### config.mk
export PLATFORM = sky130hd
export DESIGN_NAME = lvds_rx_top
export DESIGN_NICKNAME = d
export VERILOG_FILES = /design/src/logic/align_pkg.sv /design/src/logic/phase_pkg.sv /design/src/logic/tap_limit_if.sv /design/src/logic/word_align.sv /design/src/logic/phase_align.sv /design/src/logic/skew_ctrl.sv /design/src/logic/lvds_rx_top.sv
export VERILOG_INCLUDE_DIRS = /design/src /design/src/logic
export SDC_FILE = /design/constraint.sdc
export NUM_CORES = 1
export LEC_CHECK = 0
export BUFFER_PORTS_ARGS = -buffer_cell sky130_fd_sc_hd__buf_2
export CAP_MARGIN = 20
export CORE_UTILIZATION = 51
export DETAILED_ROUTE_END_ITERATION = 10
export GPL_TIMING_DRIVEN = 0
export HOLD_SLACK_MARGIN = 0.05
export PLACE_DENSITY = 0.72
export SLEW_MARGIN = 10
export SYNTH_ARGS = -nofsm -noshare
export SYNTH_HDL_FRONTEND = slang
export SYNTH_SLANG_ARGS = --single-unit
### constraint.sdc
create_clock -name clk_2x -period 2.9 [get_ports clk_2x]
set_clock_uncertainty 0.2 [all_clocks]
set_input_delay 0.145 -clock clk_2x [delete_from_list [all_inputs] [get_ports clk_2x]]
set_output_delay 0.145 -clock clk_2x [all_outputs]
set_load 0.01 [all_outputs]
### src/logic/lvds_rx_cfg.svh
`ifndef LVDS_RX_CFG_SVH
`define LVDS_RX_CFG_SVH

// sensor word and frame format
`define LVDS_RX_SERDES_W    6       // bits per deserializer word
`define LVDS_RX_FRAME_W     12      // start bit + 10 data bits + stop bit
`define LVDS_RX_PIXEL_W     10      // bits per pixel

// bitslip training
`define LVDS_RX_SLIP_STATES 6       // deserializer bitslip has 6 unique positions
`define LVDS_RX_EVAL_DIV_W  4       // frame edges judged once per 16 frames

// phase alignment
`define LVDS_RX_PD_LIMIT    15      // votes needed beyond this for one tap step
`define LVDS_RX_TAP_LIMIT   31      // delay range in taps each way from center

// clock skew stepping
`define LVDS_RX_HOLDOFF_W   12      // hold-off saturates at 4095 cycles

`endif

### src/logic/align_pkg.sv
`include "lvds_rx_cfg.svh"

package align_pkg;

    // word and frame path types
    typedef logic [`LVDS_RX_SERDES_W-1:0]   serdes_word_t;  // one deserializer word
    typedef logic [`LVDS_RX_FRAME_W-1:0]    frame_t;        // two words, one full frame
    typedef logic [`LVDS_RX_PIXEL_W-1:0]    pixel_t;        // payload of one frame

    // bitslip position, 0 .. SLIP_STATES-1
    typedef logic [$clog2(`LVDS_RX_SLIP_STATES)-1:0] slip_cnt_t;

    typedef logic [`LVDS_RX_EVAL_DIV_W-1:0] eval_div_t;     // frames between evaluations

endpackage

### src/logic/phase_pkg.sv
`include "lvds_rx_cfg.svh"

package phase_pkg;

    // filter holds -15 .. +15, one spare bit for sign
    typedef logic signed [4:0]  pd_filter_t;

    // delay taps from center, +-31 used
    typedef logic signed [7:0]  tap_cnt_t;

    // net clock skew steps taken since iod_rst
    typedef logic signed [7:0]  skew_cnt_t;

    typedef logic [`LVDS_RX_HOLDOFF_W-1:0] holdoff_t;   // counts up and sticks at all ones

endpackage

### src/logic/tap_limit_if.sv
`timescale 1ns/10ps

interface tap_limit_if;

    logic req;          // filtered tap request pending
    logic req_inc;      // pending request is an increment
    logic at_max;       // delay at +31 taps
    logic at_min;       // delay at -31 taps

    // delay tracker side
    modport drv (
        output req, req_inc, at_max, at_min
    );

    // skew controller side
    modport mon (
        input  req, req_inc, at_max, at_min
    );

endinterface

### src/logic/word_align.sv
`timescale 1ns/10ps
`include "lvds_rx_cfg.svh"

module word_align (
    input  logic                    clk_2x,
    input  logic                    rst_2x,
    input  align_pkg::serdes_word_t is_data,        // newest word from deserializer
    output align_pkg::pixel_t       data,           // captured pixel
    output logic                    data_valid,     // one pulse per frame
    output logic                    train_done,     // frame edges locked
    output logic                    is_bitslip      // single cycle slip request
);

    // frame with only the start bit set as sent by the sensor while training
    localparam align_pkg::frame_t train_pat = align_pkg::frame_t'(1);

    align_pkg::frame_t      frame;          // shift register with the newest word on top
    logic                   xfer_en;        // marks a complete frame in the shifter
    logic                   word_slip;      // hold xfer_en one cycle
    align_pkg::eval_div_t   eval_div;       // counts enabled frames
    logic                   eval_pulse;     // once every 16 frames
    logic                   mismatch;       // bad start or stop bit seen
    logic                   mask;           // ignore frames until slip settles
    align_pkg::slip_cnt_t   slip_cnt;       // deserializer bitslip position
    logic                   edge_bad;
    logic                   slip_wrap;

    assign edge_bad  = (frame[`LVDS_RX_FRAME_W-1] != 1'b0) || (frame[0] != 1'b1);   // bad stop or start
    assign slip_wrap = (slip_cnt == align_pkg::slip_cnt_t'(`LVDS_RX_SLIP_STATES - 1));

    // two words per frame with the oldest bits at the bottom
    always_ff @(posedge clk_2x) begin
        frame <= {is_data, frame[`LVDS_RX_FRAME_W-1:`LVDS_RX_SERDES_W]};
    end

    // frame boundary every second word and one word later after a word slip
    always_ff @(posedge clk_2x) begin
        if (rst_2x) begin
            xfer_en <= 1'b0;
        end else if (!word_slip) begin
            xfer_en <= !xfer_en;
        end
    end

    // pixel sits between start and stop bit
    always_ff @(posedge clk_2x) begin
        if (xfer_en) begin
            data <= frame[`LVDS_RX_PIXEL_W:1];     // payload bits only
        end
    end

    always_ff @(posedge clk_2x) begin
        if (rst_2x) begin
            data_valid <= 1'b0;
        end else begin
            data_valid <= xfer_en;                  // tracks the data update
        end
    end

    // evaluation strobe one cycle after the 16th enabled frame
    always_ff @(posedge clk_2x) begin
        if (rst_2x) begin
            eval_div   <= '0;
            eval_pulse <= 1'b0;
        end else begin
            if (xfer_en) begin
                eval_div <= eval_div + 1'b1;
            end
            eval_pulse <= (&eval_div) && xfer_en;
        end
    end

    // edge check and training pattern detect
    always_ff @(posedge clk_2x) begin
        if (rst_2x) begin
            mismatch   <= 1'b0;
            mask       <= 1'b1;                     // nothing judged before first eval
            train_done <= 1'b0;
        end else begin
            if (xfer_en && !mask) begin
                if (edge_bad) begin
                    mismatch   <= 1'b1;
                    train_done <= 1'b0;
                end
                if (frame == train_pat) begin
                    train_done <= 1'b1;             // edges and payload both right
                end
            end
            // a slip restarts the judgement because frames in flight are stale
            if (is_bitslip) begin
                mismatch   <= 1'b0;
                mask       <= 1'b1;
                train_done <= 1'b0;
            end
            if (eval_pulse) begin
                mask <= 1'b0;
            end
        end
    end

    // six bit slips and then one whole word slip
    always_ff @(posedge clk_2x) begin
        if (rst_2x) begin
            is_bitslip <= 1'b0;
            word_slip  <= 1'b0;
            slip_cnt   <= '0;
        end else begin
            is_bitslip <= 1'b0;                     // pulse
            word_slip  <= 1'b0;
            if (eval_pulse && mismatch) begin
                is_bitslip <= 1'b1;
                if (slip_wrap) begin
                    // deserializer is back where it started so move a word instead
                    slip_cnt  <= '0;
                    word_slip <= 1'b1;
                end else begin
                    slip_cnt <= slip_cnt + 1'b1;
                end
            end
        end
    end

endmodule

### src/logic/phase_align.sv
`timescale 1ns/10ps
`include "lvds_rx_cfg.svh"

module phase_align (
    input  logic                clk_2x,
    input  logic                rst_2x,
    input  logic                iod_rst,        // recenters the tap tracking
    input  logic                pd_valid,       // phase detector vote present
    input  logic                pd_incdec,      // vote direction, 1 = increment
    input  logic                iod_busy,       // delay still applying last step
    input  logic                iod_mask,       // external hold on tap changes
    output logic                iod_ce,
    output logic                iod_inc,
    output phase_pkg::tap_cnt_t iod_cnt,        // taps from center
    tap_limit_if.drv            lim
);

    phase_pkg::pd_filter_t  pd_filter;      // running vote balance
    logic                   req_q;          // one tap step pending
    logic                   req_inc_q;      // direction of pending step
    logic                   filt_max;
    logic                   filt_min;
    logic                   tap_max;
    logic                   tap_min;
    logic                   vote_ok;

    assign filt_max = (pd_filter == phase_pkg::pd_filter_t'(`LVDS_RX_PD_LIMIT));    // +15
    assign filt_min = (pd_filter == -phase_pkg::pd_filter_t'(`LVDS_RX_PD_LIMIT));   // -15

    assign tap_max = (iod_cnt == phase_pkg::tap_cnt_t'(`LVDS_RX_TAP_LIMIT));        // +31
    assign tap_min = (iod_cnt == -phase_pkg::tap_cnt_t'(`LVDS_RX_TAP_LIMIT));       // -31

    // votes only count while the delay path is idle
    assign vote_ok = pd_valid && !req_q && !iod_busy && !iod_mask;

    // vote filter, 16th vote in a row from zero raises a request
    always_ff @(posedge clk_2x) begin
        if (rst_2x) begin
            pd_filter <= '0;
            req_q     <= 1'b0;
            req_inc_q <= 1'b0;
        end else begin
            if (iod_busy) begin
                req_q     <= 1'b0;              // delay took the step
                req_inc_q <= 1'b0;
            end
            if (vote_ok) begin
                if (pd_incdec) begin
                    if (filt_max) begin
                        pd_filter <= '0;
                        req_q     <= 1'b1;
                        req_inc_q <= 1'b1;
                    end else begin
                        pd_filter <= pd_filter + 1'b1;
                    end
                end else begin
                    if (filt_min) begin
                        pd_filter <= '0;
                        req_q     <= 1'b1;
                        req_inc_q <= 1'b0;
                    end else begin
                        pd_filter <= pd_filter - 1'b1;
                    end
                end
            end
        end
    end

    // no step past the tap range, request stays pending for skew control
    assign iod_ce  = req_q && (!tap_max || !req_inc_q) && (!tap_min || req_inc_q);
    assign iod_inc = req_inc_q && iod_ce;

    // tap position follows every accepted step
    always_ff @(posedge clk_2x) begin
        if (iod_rst) begin
            iod_cnt <= '0;
        end else if (iod_ce && !iod_busy) begin
            if (iod_inc) begin
                iod_cnt <= iod_cnt + 1'b1;
            end else begin
                iod_cnt <= iod_cnt - 1'b1;
            end
        end
    end

    assign lim.req     = req_q;
    assign lim.req_inc = req_inc_q;
    assign lim.at_max  = tap_max;
    assign lim.at_min  = tap_min;

endmodule

### src/logic/skew_ctrl.sv
`timescale 1ns/10ps

module skew_ctrl (
    input  logic                    clk_2x,
    input  logic                    iod_rst,        // clears skew state with the taps
    input  logic                    skew_inhibit,   // external hold on skew steps
    input  logic                    skew_ack,       // clock generator took the step
    output logic                    skew_en,        // step request, level until ack
    output logic                    skew_inc,       // step direction
    output phase_pkg::skew_cnt_t    skew_cnt,       // net steps taken
    tap_limit_if.mon                lim
);

    phase_pkg::holdoff_t    holdoff;        // cycles since reset or last ack
    logic                   holdoff_done;
    logic                   push_up;        // wants a tap past +31
    logic                   push_dn;        // wants a tap past -31
    logic                   step_ok;

    assign holdoff_done = &holdoff;
    assign push_up      = lim.req && lim.req_inc && lim.at_max;
    assign push_dn      = lim.req && !lim.req_inc && lim.at_min;
    assign step_ok      = holdoff_done && !skew_en && !skew_ack && !skew_inhibit;

    always_ff @(posedge clk_2x) begin
        if (iod_rst) begin
            holdoff  <= '0;
            skew_en  <= 1'b0;
            skew_inc <= 1'b0;
            skew_cnt <= '0;
        end else begin
            if (!holdoff_done) begin
                holdoff <= holdoff + 1'b1;      // sticks at max
            end

            // drop request on ack and start the hold-off again
            if (skew_ack) begin
                skew_en  <= 1'b0;
                skew_inc <= 1'b0;
                holdoff  <= '0;
            end

            // move the clock when the delay has no range left
            if (step_ok) begin
                if (push_up) begin
                    skew_en  <= 1'b1;
                    skew_inc <= 1'b1;
                    skew_cnt <= skew_cnt + 1'b1;
                end else if (push_dn) begin
                    skew_en  <= 1'b1;
                    skew_inc <= 1'b0;
                    skew_cnt <= skew_cnt - 1'b1;
                end
            end
        end
    end

endmodule

### src/logic/lvds_rx_top.sv
`timescale 1ns/10ps

module lvds_rx_top (
    input  logic                    clk_2x,
    input  logic                    rst_2x,
    input  logic                    iod_rst,        // delay and skew recenter

    // deserializer
    input  align_pkg::serdes_word_t is_data,
    output logic                    is_bitslip,
    input  logic                    pd_valid,
    input  logic                    pd_incdec,

    // input delay
    output logic                    iod_ce,
    output logic                    iod_inc,
    input  logic                    iod_busy,
    input  logic                    iod_mask,
    output phase_pkg::tap_cnt_t     iod_cnt,        // debug, taps from center

    // pixel output
    output align_pkg::pixel_t       data,
    output logic                    data_valid,
    output logic                    train_done,

    // clock skew
    input  logic                    skew_inhibit,
    output logic                    skew_en,
    output logic                    skew_inc,
    input  logic                    skew_ack,
    output phase_pkg::skew_cnt_t    skew_cnt        // debug, net skew steps
);

    tap_limit_if lim_if ();             // tap request and limit flags

    word_align i_word_align (
        .clk_2x     (clk_2x),
        .rst_2x     (rst_2x),
        .is_data    (is_data),
        .data       (data),
        .data_valid (data_valid),
        .train_done (train_done),
        .is_bitslip (is_bitslip)
    );

    phase_align i_phase_align (
        .clk_2x     (clk_2x),
        .rst_2x     (rst_2x),
        .iod_rst    (iod_rst),
        .pd_valid   (pd_valid),
        .pd_incdec  (pd_incdec),
        .iod_busy   (iod_busy),
        .iod_mask   (iod_mask),
        .iod_ce     (iod_ce),
        .iod_inc    (iod_inc),
        .iod_cnt    (iod_cnt),
        .lim        (lim_if.drv)
    );

    skew_ctrl i_skew_ctrl (
        .clk_2x       (clk_2x),
        .iod_rst      (iod_rst),
        .skew_inhibit (skew_inhibit),
        .skew_ack     (skew_ack),
        .skew_en      (skew_en),
        .skew_inc     (skew_inc),
        .skew_cnt     (skew_cnt),
        .lim          (lim_if.mon)
    );

endmodule

* Yosys cells after proc, flatten, opt, wreduce, memory -nomap -nowiden
Index checks and enable logic that the tools add are counted.
W data, S select, Z words.
** Storage, ports and cells
- Flip-flop bits (word level) :: 74
- Input port bits :: 15
- Word-level logic and storage cells :: 110
** Operators by class
- Add/subtract/negate cells :: 9
- Equal/unequal tests :: 6
- Mux-type cells :: 31
- Bitwise gates (word level) :: 2
- Reduce and logical (&&, ||, !) cells :: 42
** Operators with widths (count)
- $mux W1 :: 24
- $mux W8 :: 3
- $logic_and A1 B1 Y1 :: 17
- $add A8 B1 Y8 const B :: 2
- $eq A8 B6 Y1 const B :: 2
- $sub A8 B1 Y8 const B :: 2
- $mux W5 :: 3
- $add A12 B1 Y12 const B :: 1
- $eq A12 B1 Y1 const B :: 1
- $reduce_and A12 Y1 :: 1
- $logic_not A1 Y1 :: 11
- $eq A5 B5 Y1 const B :: 2
- $reduce_and A2 Y1 :: 3
- $reduce_bool A2 Y1 :: 3
- $reduce_or A2 Y1 :: 3
- $add A5 B1 Y5 const B :: 1
- $sub A5 B1 Y5 const B :: 1
- $add A4 B1 Y4 const B :: 1
- $reduce_and A4 Y1 :: 1
- $add A3 B1 Y3 const B :: 1
- $eq A3 B3 Y1 const B :: 1
- $logic_or A1 B1 Y1 :: 3
- $mux W3 :: 1
- $not A1 Y1 :: 2

* Depth between registers and ports, before layout
Gate-level depths: netlist (run 1).
- Word-level depth :: 7
- Gate-level depth with buffers :: 11
- Depth with buffers taken out :: 10

* Cells and area by module
From an unflattened synthesis (run 1), not the netlist that was laid out.
** Unflattened totals
- Cell total of the unflattened synthesis :: 369
- Area total of the unflattened synthesis :: 3504.6 um^2
** By module, submodules not included
- skew_ctrl :: times used 1, cells an instance 138, area each 1227.4 um^2, seq. area each 440.4 um^2
- phase_align :: times used 1, cells an instance 151, area each 1179.9 um^2, seq. area each 300.3 um^2
- word_align :: times used 1, cells an instance 80, area each 1097.3 um^2, seq. area each 840.8 um^2

* Worst setup path before layout (run 1)
Ideal clock, no wire load.
- Path type :: reg-to-reg
- Start point :: register i_phase_align.iod_cnt[5]
- End point :: register i_phase_align.iod_cnt[6]
- Library setup time :: 123 ps
- Data arrival time :: 2725 ps
- Data required time :: 2577 ps
- Path slack :: -148 ps
- Cell stages (with the launch flop) :: 12
- Buffers on the path :: 1
- Period minus slack after synthesis :: 3048 ps
- Cells stage by stage :: dfxtp_1 > nand4bb_1 > buf_2 > o31ai_2 > xor2_1 > ha_1 > nor2_1 > nor2_1 > o221a_2 > a211oi_1 > mux2i_1 > mux2_1
** Between the ends
- Cells in the longest elaborated chain, start to end :: 7
- Elaborated cells on any way between the ends :: 13
- Those cells by class :: 2 x add/sub; 2 x eq/ne; 1 x mux; 8 x reduce/logical
** RTL lines
- from (decl) :: line phase_align.sv:14 : output phase_pkg::tap_cnt_t iod_cnt,
- from (signal assigned) :: line phase_align.sv:79 : iod_cnt <= iod_cnt + 1'b1;
- from (signal assigned) :: line phase_align.sv:81 : iod_cnt <= iod_cnt - 1'b1;
- branches (longest 7 deep; another with $sub A8 B1 Y8)
Parallel ways; which one is timed is not known.
A chain may end at the register's enable or synchronous reset.

* Worst setup path after layout (run 1)
- Start point :: register i_phase_align.iod_cnt[5]
- End point :: register i_skew_ctrl.skew_cnt[7]
** Between the ends
- Cells in the longest elaborated chain, start to end :: 4
- Elaborated cells on any way between the ends :: 7
- Those cells by class :: 2 x eq/ne; 1 x mux; 4 x reduce/logical
** RTL lines
- $eq A8 B6 Y1, on equally long branches :: line phase_align.sv:31, phase_align.sv:30
- $logic_and A1 B1 Y1, on equally long branches :: line skew_ctrl.sv:22, skew_ctrl.sv:21
- $reduce_bool A2 Y1 (no line)
- $reduce_and A2 Y1 (no line)
- to (signal assigned) :: line skew_ctrl.sv:48 : skew_cnt <= skew_cnt + 1'b1;
- to (signal assigned) :: line skew_ctrl.sv:52 : skew_cnt <= skew_cnt - 1'b1;
- to (decl) :: line skew_ctrl.sv:10 : output phase_pkg::skew_cnt_t skew_cnt,
Several ways; a longest one is shown, not always the timed one.

==> results of run 1 <==
-- state kept, by name, indices dropped and copies added, names as in the netlist, 3 cells and up --
signal and count:
i_phase_align.iod_cnt 8, i_skew_ctrl.holdoff 12, i_word_align.eval_div 4, i_phase_align.pd_filter 5, i_word_align.data 10, i_word_align.frame 12, i_skew_ctrl.skew_cnt 8, i_word_align.slip_cnt 3
-- power breakdown --
group	internal (uW)	switching (uW)	total, uW
Combinational	44.6	48.1	92.7
Sequential	1060	19.1	1080
Clock	580	415	995
-- cell usage in the layout, fill, tap and decap left out, types with 5 or more instances in the layout --
| cell type | synthesis | layout |
|---|---|---|
| clkbuf_8 | 0 | 9 |
| buf_2 | 4 | 47 |
| nand3_1 | 14 | 13 |
| dfxtp_1 | 64 | 57 |
| a31oi_1 | 5 | 5 |
| a21oi_1 | 21 | 19 |
| ha_4 | 0 | 5 |
| dlygate4sd3_1 | 0 | 14 |
| nand2_1 | 19 | 18 |
| mux2i_1 | 10 | 10 |
| inv_1 | 14 | 14 |
| xnor2_1 | 10 | 10 |
| nor4_1 | 6 | 6 |
| clkbuf_1 | 10 | 9 |
| nand2b_1 | 7 | 7 |
| nand4_1 | 7 | 7 |
| xor2_1 | 12 | 12 |
| nor2_1 | 53 | 52 |
| nor3_1 | 10 | 9 |
| ha_1 | 14 | 7 |
| and3_1 | 6 | 6 |
| nor2b_1 | 5 | 5 |
| edfxtp_1 | 10 | 10 |
| buf_4 | 1 | 12 |
| o21ai_0 | 12 | 12 |
-- worst max-delay path by stage --
stage	to	slack, ns	depth (start not counted)
floorplan	i_phase_align.iod_cnt[6]	0.01	11
global placement	i_phase_align.iod_cnt[6]	-0.33	11
detailed placement	i_phase_align.iod_cnt[6]	-0.35	11
CTS	i_skew_ctrl.skew_cnt[7]	-0.01	11
global route	i_skew_ctrl.skew_cnt[7]	-0.12	11
finish	i_skew_ctrl.skew_cnt[7]	0.01	11
-- per-stage QoR --
stage	utilization [%]	worst slack, ns	cell area (um^2)	power (uW)	TNS [ns]
finish	68.6	0.0131	4430	2170	0
global route	68.6	-0.124	4430	2230	-0.273
CTS	65.6	-0.0103	4240	2180	-0.0103
detailed placement	59.1	-0.354	3810	1190	-0.706
global placement	59.1	-0.325	3810	1180	-0.632
floorplan	-	0.0124	3480	1150	0
-- worst max-delay path: cells and delay by family (launching register included) --
kind,cells,cell delay (ns)
buffers and inverters,2,0.33
DFF,1,0.37
AOI/OAI and AO/OA,4,0.92
xor gates and xnor gates,1,0.16
adders and majority gates,1,0.26
and+or+nand+nor,3,0.56
-- cell type report --
| class | instances | area [um^2] |
|---|---|---|
| clock buffer | 9 | 124 |
| tap | 77 | 96.3 |
| multi-input combinational | 266 | 1900 |
| timing repair buffer | 70 | 443 |
| inverter | 14 | 52.6 |
| fill | 524 | 2030 |
| sequential | 74 | 1600 |
| clock inverter | 7 | 125 |
| buffer | 15 | 90.1 |
-- cell families (layout without fill, tap and decap cells) --
logic type / after synthesis / in the layout / share of synthesized area, %
compound gates: 71 / 71 / 14.3
xor+xnor: 22 / 22 / 5.56
fa+ha+maj: 15 / 15 / 5.63
buf+inv: 30 / 115 / 3.72
flops: 74 / 74 / 45.6
mux: 14 / 14 / 4.19
simple gates: 144 / 144 / 20.9
-- repair_timing --
action	4_1_cts	5_1_grt
pin swaps	1	10
hold buffers	14	0
endpoints found under the hold margin	18	0
gates resized for setup	11	26
endpoints found under the setup margin	4	5
setup buffers	1	8
-- routing by layer --
| layer | share of wire (%) | routed length, um | track usage, % |
|---|---|---|---|
| met1 | 47 | 3650 | 27.9 |
| met2 | 48 | 3700 | 35.8 |
| met3 | 3.0 | 229 | 4.52 |
| met4 | 1.6 | 120 | 8.78 |
| met5 | 0 | 0 | 0 |
==> qor.yml, run 1 <==
worst_hold_path:
  hold_end: "i_phase_align.pd_filter[3]"
  hold_depth: 4
  worstHoldStart: "pd_valid"
  hold_class: "input pin to flop"
synthesis:
  synth_edf_count: 10
  syn-num-nets: 400
  synthFlopType: "dfxtp_1"
  yosysTopAreaCell: "dfxtp_1"
  yosysTopAreaCellShare_pct: 37.0
  yosysMostFrequentCell: "dfxtp_1"
  avgSynthCellArea_um2: 9.36
  async_reset_ff_share_pct: 0
  syn_area_um2: 3460
  synth_warnings: 0
  synth_cell_type_count: 61
  synthTopCellsByArea: "dfxtp_1 37%, edfxtp_1 8.7%, nor2_1 5.7%, ha_1 5.1%, a21oi_1 3.0%"
  ys_seq_elements: 74
  yosys-top-cells-count: "64 x dfxtp_1, 53 x nor2_1, 21 x a21oi_1, 19 x nand2_1"
  yosysSeqAreaShare_pct: 45.6
  synthCells: 370
final_layout:
  drive_gt1_share_pct: 25.9
  nets: 480
  area_growth_pct: 27.9
  fin_cells: 532
  antennaDiodeCount: 0
drt:
  wire_per_inst_um: 14.5
  drc: 10
  vias: 2983
  vias_per_cell: 5.61
  drt_iter0_drc: 173
  firstDrtPassIters: 7
  final_antenna_net_count: 0
  drt-total-wl_mm: 7.70
timing:
  hold_viol: 0
  worst_pin_slew_ns: 0.908
  slew_violations: 0
  hold_ws_ns: 0.0818
  grt_setup_unrepaired: "yes"
  relSlewSlack_pct: 38.6
  setup_viol: 0
  fmax_ghz: 0.346
  post-route-period-util_pct: 99.5
  period_minus_slack_ns: 2.89
run_status:
  violations: "DRC"
  outcome: "complete, but fails checks"
clock_network:
  clkLatencyLatePin_ns: 0.36
  path_clk_slew_ns: 0.08
  ctsRootBufferMaster: "clkbuf_8"
  numCtsBuffers: 9
  cts_sinks: 74
  cts_max_level: 3
  cts.path.max_buffers: 2
  cts_tree: "done"
placed_design:
  dp_hpwl_mm: 5.01
  io_buffers: 47
  dp.cells: 494
  place_congestion: 0.882
power:
  power.leakage_uw: 0.00179
  irDropWorstVdd_v: 0.000239
  powerDensity_nw_per_um2: 489
grt:
  antenna_found_initial: 0
  grt_pass1_wl_mm: 12.4
  grt_usage_pct: 21.7
  grt_max_degree: 15
  overflow: 0
  grt_pass1_vias: 2841
worst_setup_path:
  crit_type: "flop to flop"
  cp_slowest_stage_delay_ns: 0.40
  cp.arrival_ns: 2.94
  reg2regPathDepth: 11
  critPathSlowestCell: "o41ai_2"
  worstReg2RegStart: "i_phase_align.iod_cnt[5]"
  worstSetupEndpointType: "flop"
  start_kind: "flop"
  r2r-end: "i_skew_ctrl.skew_cnt[7]"
  crit_fanout: 8
  crit_path_start: "i_phase_align.iod_cnt[5]"
  crit_chain: "nand4bb_1 -> buf_6 -> nor3_4 -> nand2_4 -> ha_4 -> a21oi_4 -> o211ai_1 -> o41ai_2 -> xnor2_1 -> buf_4 -> a31o_2"
  r2r_setup_slack_ns: 0.01
  worstPathRequired_ns: 2.96
flow_run:
  cap_violations: 0
floorplan:
  io_pins: 48
  die_w_um: 84.4
  dieArea_um2: 7130
  die_h_um: 84.4
  initial_utilization_pct: 53.6
  coreArea_um2: 6460
  rows: 29
Note: power is estimated with default switching activity, not from simulation.
==> run 2: changes to the inputs <==
CORE_UTILIZATION = 57   (was 51)
HOLD_SLACK_MARGIN = 0.15   (was 0.05)
PLACE_DENSITY = 0.76   (was 0.72)
SYNTH_HIERARCHICAL = 1   (was not set)
clock period = 3 ns   (was 2.9 ns; I/O delays follow)
==> run 2 against run 1 <==
Effect of this change: the flow now finishes without violations; clock-buffer cell count stayed put; utilization rose by 2.9 points; combinational power increased by 4.9%; sequential share of layout area up 1.3 points; critical path depth decreased by 1; sequential power barely moved; setup slack better by 0.17 ns; cell area decreased by 4.4%; final cell count decreased by 1.5%; clock power is 18% lower; die area is 9.3% lower; worst hold slack improved by 0.071 ns; largest cell class unchanged; largest power group unchanged.
==> qor.yml, run 2 <==
run_status:
  outcome: "finished, final reports clean"
power:
  p_int_uw: 1480
  power.leakage_uw: 0.00175
  powerDensity_nw_per_um2: 462
  seqPwrFrac_pct: 53.6
  p_sw_uw: 480
  p_comb_share_pct: 5.0
  irDropWorstVdd_v: 0.000580
  power_frac_clock_pct: 41.4
  swShare_pct: 24.5
timing:
  grt_setup_unrepaired: "yes"
  hold_viol: 0
  setup_viol: 0
  relSlewSlack_pct: 66.8
  worst_pin_slew_ns: 0.491
  fin_tns_setup_ns: 0
  fmax_ghz: 0.355
  post-route-period-util_pct: 93.8
  slew_violations: 0
  period_minus_slack_ns: 2.81
clock_network:
  cts.path.max_buffers: 2
  path_clk_slew_ns: 0.09
  numCtsBuffers: 9
  cts_tree: "done"
  clkLatencyLatePin_ns: 0.35
  cts_sinks: 74
  cts_max_level: 3
  ctsRootBufferMaster: "clkbuf_8"
drt:
  drc: 0
  firstDrtPassIters: 4
  drt-total-wl_mm: 7.07
  wire_per_inst_um: 13.5
  vias_per_cell: 5.55
  drt_iter0_drc: 135
  vias: 2907
  final_antenna_net_count: 0
final_layout:
  final_util_pct: 71.5
  fin_area_um2: 4240
  drive_gt1_share_pct: 20.7
  layout_common_cells: "63 x dfxtp_1, 50 x nor2_1, 49 x buf_2"
  antennaDiodeCount: 0
  largestRegisters: "i_skew_ctrl/holdoff: 12 flops, i_word_align/frame: 12 flops, i_word_align/data: 10 flops"
  area_growth_pct: 20.8
  nets: 474
  final_common_cell: "dfxtp_1"
synthesis:
  synthTopCellsByArea: "dfxtp_1 37%, edfxtp_1 8.6%, nor2_1 5.4%, ha_1 5.0%, xor2_1 3.2%"
  synth_cell_type_count: 65
  synthCells: 369
  yosysTopAreaCell: "dfxtp_1"
  avgSynthCellArea_um2: 9.50
  yosysTopAreaCellShare_pct: 36.6
  syn_area_um2: 3500
  yosys-top-cells-count: "64 x dfxtp_1, 50 x nor2_1, 25 x nand2_1, 21 x a21oi_1, 14 x ha_1"
  yosysSeqAreaShare_pct: 45.1
  synth_warnings: 6
  syn-num-nets: 399
  yosysMostFrequentCell: "dfxtp_1"
  synth_edf_count: 10
  async_reset_ff_share_pct: 0
  ys_seq_elements: 74
  synthFlopType: "dfxtp_1"
floorplan:
  die_w_um: 80.4
  initial_utilization_pct: 59.2
  coreArea_um2: 5920
  dieArea_um2: 6470
  rows: 28
  io_pins: 48
  die_h_um: 80.4
grt:
  grt_pass1_wl_mm: 11.6
  grt_max_degree: 16
  antenna_found_initial: 0
  grt_usage_pct: 23.4
  overflow: 0
  grt_pass1_vias: 2620
placed_design:
  dp_hpwl_mm: 4.72
  place_congestion: 0.909
  dpl_cell_area_um2: 3840
  io_buffers: 47
flow_run:
  cap_violations: 0
worst_setup_path:
  crit_fanout: 9
  cp.arrival_ns: 2.86
  worstPathRequired_ns: 3.04
  crit_type: "flop to flop"
  start_kind: "flop"
  worstSetupEndpointType: "flop"
worst_hold_path:
  hold_class: "flop to flop"
-- run 2: area by class of cell --
type                       instances  area, um^2
fill                             451        1690
sequential                        74        1580
inverter                           8        30.0
tap                               75        93.8
clock buffer                       9         124
clock inverter                     7        83.8
multi-input combinational        273        1820
timing repair buffer              64         400
buffer                            14        98.8
-- run 2: routing by layer --
| metal | share of wire, % | GRT usage [%] | up-vias |
|---|---|---|---|
| met4 | 2.1 | 11.1 | 0 |
| met2 | 49 | 39.6 | 67 |
| li1 | - | - | 1475 |
| met5 | 0 | 0 | - |
| met3 | 3.8 | 5.23 | 12 |
| met1 | 45 | 28.0 | 1353 |
-- run 2: final timing paths --
| check | from | cells after the start | end | slack (ns) |
|---|---|---|---|---|
| worst max-delay path | i_phase_align/iod_cnt[4] | 10 | i_skew_ctrl/skew_cnt[6] | 0.19 |
| worst min-delay path | i_word_align/frame[11] | 0 | i_word_align/frame[5] | 0.15 |
| worst max register to register | i_phase_align/iod_cnt[4] | 10 | i_skew_ctrl/skew_cnt[6] | 0.19 |
| worst min register to register | i_word_align/frame[11] | 0 | i_word_align/frame[5] | 0.15 |
-- run 2: kinds of logic after synthesis --
logic type                 count (synthesis)  share of synthesized area, %
muxes                                     11                          3.21
AOI/OAI and AO/OA                         68                          13.0
DFF                                       74                          45.1
adders and majority gates                 15                          5.57
and+or+nand+nor                          156                          23.6
xor gates and xnor gates                  23                          5.75
buffers and inverters                     22                          3.68
-- run 2: power groups by stage --
stage | registers, uW | logic [uW] | clock network [uW]
after floorplan | 1070 | 43.8 | 0
after global placement | 1070 | 76.8 | 0
after detailed placement | 1070 | 80.2 | 0
after CTS | 1050 | 96.8 | 835
after global routing | 1050 | 106 | 863
final | 1050 | 97.2 | 811
-- run 2: timing repair --
item,4_1_cts,5_1_grt
gates resized for setup,2,5
pin swaps,0,1
endpoints found under the setup margin,2,2
buffers inserted,0,0
endpoints found under the hold margin,35,0
hold buffers,16,0
-- run 2: through the flow --
step	std cells	hold slack [ns]	power (uW)	worst slack [ns]
finish	524	0.153	1960	0.185
global route	524	0.162	2020	-0.0110
detailed placement	492	0.0536	1150	-0.155
global placement	491	0.0522	1150	-0.134
floorplan	369	-0.0223	1110	0.165
CTS	524	0.159	1980	0.0497
-- run 2: critical path: stages, from the launching register on --
cell      delay (ns)
dfxtp_1         0.33
buf_4           0.16
and2_1          0.20
and3_4          0.26
nand3_4         0.13
fa_2            0.41
a211oi_1        0.31
o21bai_1        0.13
a21oi_1         0.18
nor4_1          0.07
a311o_1         0.31
==> run 3: changes to the inputs <==
MAX_ROUTING_LAYER = met4   (was not set)
==> run 3 against run 2 <==
Effect of this change: final cell count unchanged; power about the same; critical path depth unchanged; via count up 0.10%; combinational power about the same; worst hold slack about the same; clock power about the same; register-to-register slack about the same; first-iteration DRC count unchanged; largest cell class unchanged; sequential share of layout area unchanged; clock-buffer cell count unchanged.
==> qor.yml, run 3 (synthesis gave the netlist of run 2 again) <==
run_status:
  outcome: "finished, final reports clean"
timing:
  period_minus_slack_ns: 2.81
  hold_viol: 0
  relSlewSlack_pct: 66.8
  setup_viol: 0
  post-route-period-util_pct: 93.8
  slew_violations: 0
  grt_setup_unrepaired: "yes"
  worst_pin_slew_ns: 0.491
  fmax_ghz: 0.355
  worst_slack_ns: 0.186
final_layout:
  antennaDiodeCount: 0
  nets: 474
  fin_area_um2: 4240
  layout_common_cells: "63 x dfxtp_1, 50 x nor2_1, 49 x buf_2"
  drive_gt1_share_pct: 20.7
  largestRegisters: "i_skew_ctrl/holdoff: 12 flops, i_word_align/frame: 12 flops, i_word_align/data: 10 flops"
  fillers: 451
  area_growth_pct: 20.8
  final_util_pct: 71.5
  final_common_cell: "dfxtp_1"
worst_setup_path:
  crit_type: "flop to flop"
  crit_fanout: 9
  start_kind: "flop"
  worstSetupEndpointType: "flop"
  worstPathRequired_ns: 3.04
  cp.arrival_ns: 2.86
flow_run:
  cap_violations: 0
grt:
  grt_usage_pct: 24.2
  grt_pass1_wl_mm: 11.6
  antenna_found_initial: 0
  grt_max_degree: 16
  overflow: 0
  grt_pass1_vias: 2620
clock_network:
  ctsRootBufferMaster: "clkbuf_8"
  cts.path.max_buffers: 2
  clkLatencyLatePin_ns: 0.35
  cts_max_level: 3
  path_clk_slew_ns: 0.09
  cts_sinks: 74
  numCtsBuffers: 9
  cts_tree: "done"
floorplan:
  die_w_um: 80.4
  io_pins: 48
  rows: 28
  coreArea_um2: 5920
  dieArea_um2: 6470
  initial_utilization_pct: 59.2
  die_h_um: 80.4
power:
  irDropWorstVdd_v: 0.000580
  powerDensity_nw_per_um2: 462
  power.leakage_uw: 0.00175
drt:
  firstDrtPassIters: 4
  final_antenna_net_count: 0
  drt_iter0_drc: 135
  vias: 2910
  vias_per_cell: 5.55
  drc: 0
  drt-total-wl_mm: 7.06
  wire_per_inst_um: 13.5
placed_design:
  pre_cts_slack_ns: -0.155
  dpl_cell_area_um2: 3840
  dp_hpwl_mm: 4.72
  place_congestion: 0.925
  io_buffers: 47
worst_hold_path:
  hold_class: "flop to flop"
-- run 3: worst paths after layout --
path,from,end,slack [ns],cells past startpoint
setup / recovery,i_phase_align/iod_cnt[4],i_skew_ctrl/skew_cnt[6],0.19,10
hold reg to reg,i_word_align/frame[11],i_word_align/frame[5],0.15,0
hold / removal,i_word_align/frame[11],i_word_align/frame[5],0.15,0
setup reg to reg,i_phase_align/iod_cnt[4],i_skew_ctrl/skew_cnt[6],0.19,10
-- run 3: area by class of cell --
| class | count | area [um^2] | area share (%) |
|---|---|---|---|
| clock inverter | 7 | 83.8 | 1.98 |
| buffer | 14 | 98.8 | 2.33 |
| multi-input combinational | 273 | 1820 | 43.0 |
| sequential | 74 | 1580 | 37.4 |
| tap | 75 | 93.8 | 2.22 |
| timing repair buffer | 64 | 400 | 9.45 |
| clock buffer | 9 | 124 | 2.92 |
| inverter | 8 | 30.0 | 0.709 |
-- run 3: power breakdown --
part	internal, uW	switching, uW
clock	400	411
combinational	47.6	49.6
sequential	1030	19.6
total	1480	480
-- run 3: worst max-delay path, cell delays in order, from the launching register on --
cell,delay (ns)
dfxtp_1,0.33
buf_4,0.15
and2_1,0.20
and3_4,0.26
nand3_4,0.13
fa_2,0.41
a211oi_1,0.31
o21bai_1,0.13
a21oi_1,0.18
nor4_1,0.07
a311o_1,0.31
-- run 3: layer usage --
metal / vias up / share of wire (%) / routed length (um) / track usage [%]
li1: 1475 / - / - / -
met1: 1344 / 44 / 3120 / 28.0
met2: 78 / 49 / 3480 / 39.6
met3: 13 / 4.4 / 307 / 5.91
met4: 0 / 2.0 / 144 / 11.1
met5: - / 0 / 0 / -
-- run 3: metrics by stage --
| stage | hold WS [ns] | power (uW) | setup TNS, ns | instances |
|---|---|---|---|---|
| floorplan | -0.0223 | 1110 | 0 | 369 |
| global placement | 0.0522 | 1150 | -0.258 | 491 |
| detailed placement | 0.0536 | 1150 | -0.282 | 492 |
| CTS | 0.159 | 1980 | 0 | 524 |
| global route | 0.162 | 2020 | -0.0114 | 524 |
| finish | 0.152 | 1960 | 0 | 524 |
-- run 3: what timing repair did --
| action | in CTS | in global routing |
|---|---|---|
| endpoints found under the setup margin | 2 | 2 |
| setup buffers | 0 | 0 |
| gates resized for setup | 2 | 5 |
| hold endpoints to repair | 35 | 0 |
| pin swaps | 0 | 1 |
| hold buffers | 16 | 0 |
